===== src/design/bridge_pkg.sv =====
package bridge_pkg;

  // bus widths
  localparam int addr_w     = 32;
  localparam int word_w     = 32;
  localparam int line_w     = 128;
  localparam int line_beats = line_w / word_w;
  localparam int line_off_w = 4;

  // one axi id per read source
  localparam logic [3:0] axi_id_inst = 4'd0;
  localparam logic [3:0] axi_id_data = 4'd1;

  localparam logic [1:0] burst_incr = 2'b01;

  // request size as the caches encode it
  typedef enum logic [2:0] {
    req_byte = 3'b000,
    req_half = 3'b001,
    req_word = 3'b010,
    req_line = 3'b100
  } req_type_e;

  typedef enum logic [1:0] {
    ar_idle = 2'b00,
    ar_send = 2'b01
  } ar_state_e;

  typedef enum logic [1:0] {
    wr_idle  = 2'b00,
    wr_burst = 2'b01,
    wr_resp  = 2'b10
  } wr_state_e;

endpackage

===== src/design/axi_bridge_top.sv =====
`timescale 1ns/100ps

module axi_bridge_top import bridge_pkg::*; (
  input  logic              aclk,
  input  logic              rst_n,
  // instruction read port
  input  logic              inst_rd_req,
  input  req_type_e         inst_rd_type,
  input  logic [addr_w-1:0] inst_rd_addr,
  output logic              inst_rd_rdy,
  output logic              inst_ret_valid,
  output logic              inst_ret_last,
  output logic [word_w-1:0] inst_ret_data,
  // data read port
  input  logic              data_rd_req,
  input  req_type_e         data_rd_type,
  input  logic [addr_w-1:0] data_rd_addr,
  output logic              data_rd_rdy,
  output logic              data_ret_valid,
  output logic              data_ret_last,
  output logic [word_w-1:0] data_ret_data,
  // data write port
  input  logic              data_wr_req,
  input  req_type_e         data_wr_type,
  input  logic [addr_w-1:0] data_wr_addr,
  input  logic [3:0]        data_wr_wstrb,
  input  logic [line_w-1:0] data_wr_data,
  output logic              data_wr_rdy,
  // axi read address
  output logic [3:0]        arid,
  output logic [addr_w-1:0] araddr,
  output logic [7:0]        arlen,
  output logic [2:0]        arsize,
  output logic [1:0]        arburst,
  output logic              arvalid,
  input  logic              arready,
  // axi read data
  input  logic [3:0]        rid,
  input  logic [word_w-1:0] rdata,
  input  logic              rlast,
  input  logic              rvalid,
  output logic              rready,
  // axi write address
  output logic [3:0]        awid,
  output logic [addr_w-1:0] awaddr,
  output logic [7:0]        awlen,
  output logic [2:0]        awsize,
  output logic [1:0]        awburst,
  output logic              awvalid,
  input  logic              awready,
  // axi write data
  output logic [word_w-1:0] wdata,
  output logic [3:0]        wstrb,
  output logic              wlast,
  output logic              wvalid,
  input  logic              wready,
  // axi write response
  input  logic [3:0]        bid,
  input  logic              bvalid,
  output logic              bready
);

  logic              issue_inst;
  logic              issue_data;
  logic              inst_busy;
  logic              data_busy;
  logic              wr_busy;
  logic [addr_w-1:0] wr_line_addr;

  req_arbiter u_req_arbiter (
    .aclk         (aclk),
    .rst_n        (rst_n),
    .inst_rd_req  (inst_rd_req),
    .inst_rd_type (inst_rd_type),
    .inst_rd_addr (inst_rd_addr),
    .data_rd_req  (data_rd_req),
    .data_rd_type (data_rd_type),
    .data_rd_addr (data_rd_addr),
    .inst_busy    (inst_busy),
    .data_busy    (data_busy),
    .wr_busy      (wr_busy),
    .wr_line_addr (wr_line_addr),
    .arready      (arready),
    .inst_rd_rdy  (inst_rd_rdy),
    .data_rd_rdy  (data_rd_rdy),
    .issue_inst   (issue_inst),
    .issue_data   (issue_data),
    .arid         (arid),
    .araddr       (araddr),
    .arlen        (arlen),
    .arsize       (arsize),
    .arburst      (arburst),
    .arvalid      (arvalid)
  );

  write_burst u_write_burst (
    .aclk          (aclk),
    .rst_n         (rst_n),
    .data_wr_req   (data_wr_req),
    .data_wr_type  (data_wr_type),
    .data_wr_addr  (data_wr_addr),
    .data_wr_wstrb (data_wr_wstrb),
    .data_wr_data  (data_wr_data),
    .awready       (awready),
    .wready        (wready),
    .bvalid        (bvalid),
    .bid           (bid),
    .data_wr_rdy   (data_wr_rdy),
    .wr_busy       (wr_busy),
    .wr_line_addr  (wr_line_addr),
    .awid          (awid),
    .awaddr        (awaddr),
    .awlen         (awlen),
    .awsize        (awsize),
    .awburst       (awburst),
    .awvalid       (awvalid),
    .wdata         (wdata),
    .wstrb         (wstrb),
    .wlast         (wlast),
    .wvalid        (wvalid),
    .bready        (bready)
  );

  read_return u_read_return (
    .aclk           (aclk),
    .rst_n          (rst_n),
    .issue_inst     (issue_inst),
    .issue_data     (issue_data),
    .rid            (rid),
    .rdata          (rdata),
    .rlast          (rlast),
    .rvalid         (rvalid),
    .rready         (rready),
    .inst_busy      (inst_busy),
    .data_busy      (data_busy),
    .inst_ret_valid (inst_ret_valid),
    .inst_ret_last  (inst_ret_last),
    .inst_ret_data  (inst_ret_data),
    .data_ret_valid (data_ret_valid),
    .data_ret_last  (data_ret_last),
    .data_ret_data  (data_ret_data)
  );

endmodule


===== src/design/read_return.sv =====
`timescale 1ns/100ps

module read_return import bridge_pkg::*; (
  input  logic              aclk,
  input  logic              rst_n,
  input  logic              issue_inst,
  input  logic              issue_data,
  input  logic [3:0]        rid,
  input  logic [word_w-1:0] rdata,
  input  logic              rlast,
  input  logic              rvalid,
  output logic              rready,
  output logic              inst_busy,
  output logic              data_busy,
  output logic              inst_ret_valid,
  output logic              inst_ret_last,
  output logic [word_w-1:0] inst_ret_data,
  output logic              data_ret_valid,
  output logic              data_ret_last,
  output logic [word_w-1:0] data_ret_data
);

  logic inst_hit;
  logic data_hit;

  // caches take every beat
  assign rready = 1'b1;

  assign inst_hit = rvalid && (rid == axi_id_inst);
  assign data_hit = rvalid && (rid == axi_id_data);

  always_ff @(posedge aclk or negedge rst_n) begin
    if (!rst_n) begin
      inst_busy <= 1'b0;
      data_busy <= 1'b0;
    end else begin
      if (issue_inst) begin
        inst_busy <= 1'b1;
      end else if (inst_hit && rlast) begin
        inst_busy <= 1'b0;
      end
      if (issue_data) begin
        data_busy <= 1'b1;
      end else if (data_hit && rlast) begin
        data_busy <= 1'b0;
      end
    end
  end

  // demux by id
  assign inst_ret_valid = inst_hit;
  assign inst_ret_last  = inst_hit && rlast;
  assign inst_ret_data  = rdata;

  assign data_ret_valid = data_hit;
  assign data_ret_last  = data_hit && rlast;
  assign data_ret_data  = rdata;

endmodule


===== src/design/write_burst.sv =====
`timescale 1ns/100ps

module write_burst import bridge_pkg::*; (
  input  logic              aclk,
  input  logic              rst_n,
  input  logic              data_wr_req,
  input  req_type_e         data_wr_type,
  input  logic [addr_w-1:0] data_wr_addr,
  input  logic [3:0]        data_wr_wstrb,
  input  logic [line_w-1:0] data_wr_data,
  input  logic              awready,
  input  logic              wready,
  input  logic              bvalid,
  input  logic [3:0]        bid,
  output logic              data_wr_rdy,
  output logic              wr_busy,
  output logic [addr_w-1:0] wr_line_addr,
  output logic [3:0]        awid,
  output logic [addr_w-1:0] awaddr,
  output logic [7:0]        awlen,
  output logic [2:0]        awsize,
  output logic [1:0]        awburst,
  output logic              awvalid,
  output logic [word_w-1:0] wdata,
  output logic [3:0]        wstrb,
  output logic              wlast,
  output logic              wvalid,
  output logic              bready
);

  wr_state_e state;
  logic      wr_take;
  logic      aw_hs;
  logic      w_hs;
  logic      w_last_hs;
  logic      is_line;

  logic [addr_w-1:0] addr_q;
  logic [line_w-1:0] line_q;
  logic [3:0]        strb_q;
  req_type_e         type_q;

  logic [$clog2(line_beats)-1:0] beat_cnt;
  logic [$clog2(line_beats)-1:0] last_beat;

  assign data_wr_rdy = (state == wr_idle);
  assign wr_take     = data_wr_req && data_wr_rdy;

  // busy already in the accepting cycle so a same-line read is held
  assign wr_busy      = wr_take || (state != wr_idle);
  assign wr_line_addr = (state == wr_idle) ? data_wr_addr : addr_q;

  assign is_line   = (type_q == req_line);
  assign last_beat = is_line ? ($clog2(line_beats))'(line_beats - 1) : '0;

  assign aw_hs     = awvalid && awready;
  assign w_hs      = wvalid && wready;
  assign w_last_hs = w_hs && wlast;

  always_ff @(posedge aclk or negedge rst_n) begin
    if (!rst_n) begin
      state    <= wr_idle;
      awvalid  <= 1'b0;
      wvalid   <= 1'b0;
      beat_cnt <= '0;
    end else begin
      case (state)
        wr_idle: begin
          if (wr_take) begin
            state    <= wr_burst;
            awvalid  <= 1'b1;
            wvalid   <= 1'b1;
            beat_cnt <= '0;
          end
        end
        wr_burst: begin
          if (aw_hs) begin
            awvalid <= 1'b0;
          end
          if (w_hs) begin
            beat_cnt <= beat_cnt + 1'b1;
          end
          if (w_last_hs) begin
            wvalid <= 1'b0;
          end
          // aw and w finish in either order
          if ((!awvalid || aw_hs) && (!wvalid || w_last_hs)) begin
            state <= wr_resp;
          end
        end
        wr_resp: begin
          if (bvalid && bid == axi_id_data) begin
            state <= wr_idle;
          end
        end
        default: state <= wr_idle;
      endcase
    end
  end

  // line shifts down one word per accepted beat so the low word goes first
  always_ff @(posedge aclk) begin
    if (wr_take) begin
      addr_q <= data_wr_addr;
      line_q <= data_wr_data;
      strb_q <= data_wr_wstrb;
      type_q <= data_wr_type;
    end else if (w_hs) begin
      line_q <= line_q >> word_w;
    end
  end

  assign awid    = axi_id_data;
  assign awaddr  = addr_q;
  assign awlen   = is_line ? 8'(line_beats - 1) : 8'd0;
  assign awsize  = is_line ? 3'd2 : type_q;
  assign awburst = burst_incr;

  assign wdata = line_q[word_w-1:0];
  assign wstrb = is_line ? 4'hf : strb_q;
  assign wlast = (beat_cnt == last_beat);

  assign bready = (state != wr_burst);

endmodule


===== src/design/req_arbiter.sv =====
`timescale 1ns/100ps

module req_arbiter import bridge_pkg::*; (
  input  logic              aclk,
  input  logic              rst_n,
  input  logic              inst_rd_req,
  input  req_type_e         inst_rd_type,
  input  logic [addr_w-1:0] inst_rd_addr,
  input  logic              data_rd_req,
  input  req_type_e         data_rd_type,
  input  logic [addr_w-1:0] data_rd_addr,
  input  logic              inst_busy,
  input  logic              data_busy,
  input  logic              wr_busy,
  input  logic [addr_w-1:0] wr_line_addr,
  input  logic              arready,
  output logic              inst_rd_rdy,
  output logic              data_rd_rdy,
  output logic              issue_inst,
  output logic              issue_data,
  output logic [3:0]        arid,
  output logic [addr_w-1:0] araddr,
  output logic [7:0]        arlen,
  output logic [2:0]        arsize,
  output logic [1:0]        arburst,
  output logic              arvalid
);

  ar_state_e         state;
  logic              ar_free;
  logic              raw_hit;
  logic              take_any;
  req_type_e         take_type;
  logic [addr_w-1:0] take_addr;

  assign ar_free = (state == ar_idle);

  // data read to a line whose write is still waiting for its response
  assign raw_hit = wr_busy &&
                   (data_rd_addr[addr_w-1:line_off_w] == wr_line_addr[addr_w-1:line_off_w]);

  assign data_rd_rdy = ar_free && !data_busy && !raw_hit;

  // data goes first when both ask in the same cycle
  assign inst_rd_rdy = ar_free && !inst_busy && !(data_rd_req && data_rd_rdy);

  assign issue_data = data_rd_req && data_rd_rdy;
  assign issue_inst = inst_rd_req && inst_rd_rdy;
  assign take_any   = issue_data || issue_inst;

  assign take_type = issue_data ? data_rd_type : inst_rd_type;
  assign take_addr = issue_data ? data_rd_addr : inst_rd_addr;

  always_ff @(posedge aclk or negedge rst_n) begin
    if (!rst_n) begin
      state <= ar_idle;
    end else begin
      case (state)
        ar_idle: begin
          if (take_any) begin
            state <= ar_send;
          end
        end
        ar_send: begin
          if (arready) begin
            state <= ar_idle;
          end
        end
        default: state <= ar_idle;
      endcase
    end
  end

  // address payload held while arvalid waits for arready
  always_ff @(posedge aclk) begin
    if (take_any) begin
      arid   <= issue_data ? axi_id_data : axi_id_inst;
      araddr <= take_addr;
      if (take_type == req_line) begin
        arlen  <= 8'(line_beats - 1);
        arsize <= 3'd2;
      end else begin
        arlen  <= 8'd0;
        arsize <= take_type;
      end
    end
  end

  assign arburst = burst_incr;
  assign arvalid = (state == ar_send);

endmodule


===== config.mk =====
export PLATFORM = sky130hd
export DESIGN_NAME = axi_bridge_top
export DESIGN_NICKNAME = d
export VERILOG_FILES = /design/src/design/bridge_pkg.sv /design/src/design/axi_bridge_top.sv /design/src/design/read_return.sv /design/src/design/write_burst.sv /design/src/design/req_arbiter.sv
export SDC_FILE = /design/constraint.sdc
export NUM_CORES = 1
export LEC_CHECK = 0
export ABC_AREA = 1
export BUFFER_PORTS_ARGS = -buffer_cell sky130_fd_sc_hd__buf_4
export CAP_MARGIN = 20
export CORE_AREA = 3 3 192 194
export DETAILED_ROUTE_END_ITERATION = 10
export DIE_AREA = 0 0 195 197
export PLACE_DENSITY = 0.64
export SYNTH_ARGS = -nofsm -noshare
export SYNTH_HDL_FRONTEND = slang
export SYNTH_SLANG_ARGS = --single-unit

===== constraint.sdc =====
create_clock -name aclk -period 8.76 [get_ports aclk]
set_clock_uncertainty 0.15 [all_clocks]
set_input_delay 0.876 -clock aclk [delete_from_list [all_inputs] [get_ports aclk]]
set_output_delay 0.876 -clock aclk [all_outputs]
set_load 0.03 [all_outputs]

### Word level (Yosys, flattened, before mapping)

Index checks and enable logic that the tools add are counted.

| word-level totals | value |
|---|---|
| output and inout port bits | 211 |
| flip-flop bits (word level) | 224 |
| logic and storage cells | 104 |

| operators by class | value |
|---|---|
| mux-type cells | 30 |
| $add $sub $neg | 1 |
| reduce and logical (&&, ||, !) cells | 40 |
| equal/unequal tests | 18 |

Operators with widths:

| cell | count |
|---|---|
| $mux W128 | 2 |
| $mux W32 | 2 |
| $eq A28 B28 Y1 | 1 |
| $mux W2 | 10 |
| $logic_and A1 B1 Y1 | 17 |
| $ne A2 B1 Y1 const B | 7 |
| $reduce_and A3 Y1 | 4 |
| $reduce_bool A2 Y1 | 5 |
| $eq A4 B1 Y1 const B | 2 |
| $mux W1 | 8 |
| $pmux W2 S2 | 2 |
| $eq A3 B3 Y1 const B | 2 |
| $logic_not A1 Y1 | 6 |
| $mux W3 | 2 |
| $pmux W2 S3 | 1 |
| $eq A2 B1 Y1 const B | 2 |
| $logic_not A2 Y1 | 2 |
| $logic_not A4 Y1 | 1 |
| $logic_or A1 B1 Y1 | 4 |
| $mux W4 | 1 |
| $ne A2 B2 Y1 const B | 2 |
| $pmux W1 S2 | 2 |
| $add A2 B1 Y2 const B | 1 |
| $eq A2 B2 Y1 | 1 |
| other kinds (2) | 2 |

### Depth between registers and ports, before layout

| depth | value |
|---|---|
| depth in word-level cells | 13 |
| mapped depth | 18 |

### Modules after synthesis

A second synthesis with hierarchy kept.

| second synthesis, totals | value |
|---|---|
| cell total of the unflattened synthesis | 1154 |
| area total of the unflattened synthesis | 10581.4 um2 |

By module, submodules not included:

| module | sequential area each (um2) | times used | area an instance (um2) | cells each |
|---|---|---|---|---|
| write_burst | 5165.0 | 1 | 7613.6 | 756 |
| req_arbiter | 1136.1 | 1 | 2341.0 | 311 |
| read_return | 50.0 | 1 | 626.9 | 87 |

### Worst setup path before layout

OpenSTA, ideal clock, no wires.

| path | value |
|---|---|
| path type | input -> register |
| from | input port data_wr_req |
| to | register u_write_burst.line_q[0] (enable) |
| stages on the path | 6 |
| library setup time | 0.492 ns |
| arrival | 4.549 ns |
| path slack | 3.570 ns |
| path buffers | 2 |
| data required time | 8.118 ns |
| cell sequence | inv_1 -> nor2_1 -> clkinv_1 -> clkbuf_1 -> clkbuf_1 -> nand2_1 |

| on the way | value |
|---|---|
| longest elaborated chain between the ends | 2 |

Ends and longest elaborated chain:

| item | line | RTL |
|---|---|---|
| start: declaration | axi_bridge_top.sv:23 | `input logic data_wr_req,` |
| $logic_and A1 B1 Y1 | write_burst.sv:47 | `assign wr_take = data_wr_req && data_wr_rdy;` |
| $reduce_bool A2 Y1 (no line) | -- |  |
| end signal: assignment | write_burst.sv:105 | `line_q <= data_wr_data;` |
| end signal: assignment | write_burst.sv:109 | `line_q <= line_q >> word_w;` |
| end: declaration | write_burst.sv:39 | `logic [line_w-1:0] line_q;` |

No other way between the ends.
A chain may end at the register's enable or synchronous reset.

### Worst setup path after layout

| path | value |
|---|---|
| from | register u_write_burst.state[1] |
| to | output port inst_rd_rdy |

| on the way | value |
|---|---|
| longest elaborated chain between the ends | 9 |
| elaborated cells between the ends (all ways) | 12 |
| classes of those cells | eq/ne (1); mux (1); reduce/logical (10) |

Ends and longest elaborated chain:

| item | line | RTL |
|---|---|---|
| start: declaration | write_burst.sv:31 | `wr_state_e state;` |
| start signal: assignment | write_burst.sv:62 | `state <= wr_idle;` |
| start signal: assignment | write_burst.sv:70 | `state <= wr_burst;` |
| start signal: assignment | write_burst.sv:88 | `state <= wr_resp;` |
| $logic_not A2 Y1 | write_burst.sv:46, write_burst.sv:51 |  |
| $mux W32 / $logic_and A1 B1 Y1 (equally long branches) | write_burst.sv:51, write_burst.sv:47 |  |
| $eq A28 B28 Y1 / $logic_or A1 B1 Y1 (equally long branches) | req_arbiter.sv:40, write_burst.sv:50 |  |
| $logic_and A1 B1 Y1 (*) | req_arbiter.sv:39 | `assign raw_hit = wr_busy &&` |
| $logic_not A1 Y1 (*) | req_arbiter.sv:42 | `assign data_rd_rdy = ar_free && !data_busy && !raw_hit;` |
| $logic_and A1 B1 Y1 (*) | req_arbiter.sv:42 |  |
| $logic_and A1 B1 Y1 (*) | req_arbiter.sv:45 | `assign inst_rd_rdy = ar_free && !inst_busy && !(data_rd_req && data_rd_rdy);` |
| $logic_not A1 Y1 (*) | req_arbiter.sv:45 |  |
| $logic_and A1 B1 Y1 (*) | req_arbiter.sv:45 |  |
| end: declaration | axi_bridge_top.sv:10 | `output logic inst_rd_rdy,` |

Mark *: on every way between the ends. The rest lies on a longest branch, timed or not.

==> impl_metrics.ini <==
[status]
status = complete, no violations

[synth]
ys_ff_latch = 213
synth_area_per_cell_um2 = 9.10
synthCells = 1163
synthesis.area_um2 = 10600
synth-seq-area-share_pct = 60.0
synth_cell_types = 27
yosys_warnings = 0

[route]
vias = 8200
drtIter0Drc = 396
ant_nets = 0
wirelength_um = 29200
vias_per_cell = 4.28
wire_per_inst_um = 15.3
drc = 0
first_pass_iters = 5

[global_route]
antenna_found_initial = 0
grt_pass1_vias = 8168
grt_max_degree = 110
track_usage_pct = 14.5
grt_overflow = 0
grt_pass1_wl_um = 44300

[cts]
cts_sinks = 213
htreeDepth = 1
clkLatencyLatePin_ns = 0.53
clockRootBuffer = clkbuf_16
clkTransAtPathRegs_ns = 0.06
cts_buffers = 26
cts_buffer_depth = 3
cts_resized = 0
tritoncts = yes

[floorplanning]
rows = 69
die_w_um = 195
die-height_um = 197
ios = 499
start_util_pct = 29.9
core_um2 = 35400
dieArea_um2 = 38400

[power_and_ir_drop]
power_density_nw_per_um2 = 316
ir_worst_vdd_uv = 205
total_leakage_power_nw = 6.88

[layout]
fin_nets = 1726
diodes = 0
layout_common_cells = 494 x nand2_1, 385 x buf_4, 204 x edfxtp_1, 129 x inv_1, 53 x nor2_1
final_layout_size_suffix_gt1_share_pct = 29.8
syn_to_final_growth_pct = 31.1
layout_commonest_cell = nand2_1

[timing]
worst_pin_slew_ns = 0.935
final-setup-viol-count = 0
period_share_pct = 45.3
final_max_slew_viol_count = 0
finalHoldWorstSlack_ns = 0.356
final_hold_viol_count = 0
max_freq_mhz = 252
fin_setup_tns_ns = 0
grt_setup_unrepaired = false
fin_ws_ns = 4.79
slew_headroom_pct = 37.6
timing.final.crit_period_ns = 3.97

[flow_run]
maxCapViolCount = 0

[critical_path]
required_ns = 7.73
cpMostUsedCell = nand2_1
r2r-end = u_req_arbiter.araddr[10]
path_cells = inv_2 -> nand2_2 -> nand2_1 -> nand2_1 -> nand2_1 -> nand2_1 -> nor2_1 -> nand3_1 -> nor2_1 -> nand2_2 -> nand3_2 -> nand3_1 -> inv_1 -> buf_4
crit_slowest_cell = dfrtp_1
reg2reg_from = u_write_burst.state[1]
worstSetupPathType = reg2out
crit_end = inst_rd_rdy
cp_max_fo = 33
start_kind = flop
ff2ff_setup_slack_ns = 5.35
slowest_delay_ns = 0.42
end_kind = primary output
cp.arrival_ns = 2.94
worst_r2r_path_depth = 14
startpoint = u_write_burst.state[1]

[place]
io_buffer_count = 378
pre_cts_slack_ns = 5.28
finalWeightedCongestion = 0.883
hpwl_um = 21800

[worst_hold_path]
holdCritPathClass = reg2reg
==> layer usage <==
| layer | global-route usage (%) | part of all wire (%) | vias to the layer above |
|---|---|---|---|
| met5 | 0 | 0 | - |
| met4 | 3.33 | 1.8 | 0 |
| met3 | 6.19 | 11 | 42 |
| met2 | 24.8 | 49 | 400 |
| met1 | 17.0 | 38 | 3700 |
| li1 | - | - | 4058 |
==> cell usage after synthesis <==
cell	count	share of area (%)
a21oi_1	3	0.14
buf_1	2	0.071
buf_2	4	0.19
buf_4	130	9.2
buf_6	1	0.11
clkbuf_1	25	0.89
clkinv_1	3	0.11
conb_1	2	0.071
dfrtp_1	9	2.1
edfxtp_1	204	58
inv_1	129	4.6
inv_2	2	0.071
nand2_1	495	18
nand2_2	3	0.18
nand3_1	39	1.8
nand3_2	1	0.095
nand3b_1	1	0.071
nand4_1	5	0.30
nor2_1	54	1.9
nor2_2	1	0.059
nor3_1	3	0.14
nor4_1	2	0.12
o211ai_1	3	0.21
o21ai_0	33	1.6
o21ai_1	3	0.14
or2_2	5	0.30
or3_1	1	0.059
==> state kept, by name (all words and copies together) (netlist names), 2 cells and up <==
register / flops
u_write_burst.line_q: 128
u_req_arbiter.araddr: 32
u_write_burst.awaddr: 32
u_write_burst.strb_q: 4
u_req_arbiter.arsize: 3
u_write_burst.type_q: 3
u_write_burst.beat_cnt: 2
u_write_burst.state: 2
==> final cells by class <==
type | count | area, um2
fillers | 3537 | 21500
well taps | 461 | 577
flip-flops and latches | 213 | 6350
inverters | 134 | 505
multi-input cells | 676 | 2720
repair buffers | 387 | 2930
clock buffers | 32 | 673
clock inverters | 12 | 125
==> where the power goes <==
group	total, W	switching [W]	internal, W
logic	0.00162	0.00110	0.000514
registers	0.00175	0.000115	0.00163
clock network	0.00101	0.000412	0.000602
==> metrics by stage <==
step	utilization, %	cells	power [W]	area (um2)
detailed placement	36.8	1869	0.00340	13000
floorplan	-	1185	0.00299	10700
global placement	36.8	1869	0.00337	13000
global route	39.2	1915	0.00468	13900
finish	39.2	1915	0.00438	13900
CTS	39.1	1914	0.00444	13800
==> kinds of logic (layout without fill, tap and decap cells) <==
kind of cell / Yosys count / after routing / synth area share (%)
other cells: 2 / 24 / 0.0710
simple gates: 610 / 610 / 22.6
compound gates: 42 / 42 / 2.06
flops: 213 / 213 / 60.0
buf+inv: 296 / 565 / 15.2
==> timing repair <==
action / in CTS / in global routing
setup buffers: 0 / 0
hold endpoints to repair: 3 / 0
hold buffers: 1 / 0
==> critical path, delay by kind of cell (launching register included) <==
kind / cells / cell delay [ns]
DFF: 1 / 0.42
buffers and inverters: 3 / 0.28
and+or+nand+nor: 11 / 1.71
==> worst min path at each step <==
stage	cells after the start	endpoint	slack [ns]	startpoint
after detailed placement	2	u_write_burst.line_q[20]	0.35	u_write_burst.line_q[52]
after CTS	1	u_write_burst.strb_q[0]	0.34	data_wr_wstrb[0]
final	2	u_write_burst.line_q[61]	0.36	u_write_burst.line_q[93]
after global placement	2	u_write_burst.line_q[47]	0.34	u_write_burst.line_q[79]
after global routing	1	u_write_burst.strb_q[0]	0.34	data_wr_wstrb[0]
after floorplan	2	u_write_burst.line_q[0]	0.34	u_write_burst.line_q[32]
Power figures use the tool's default switching activity.
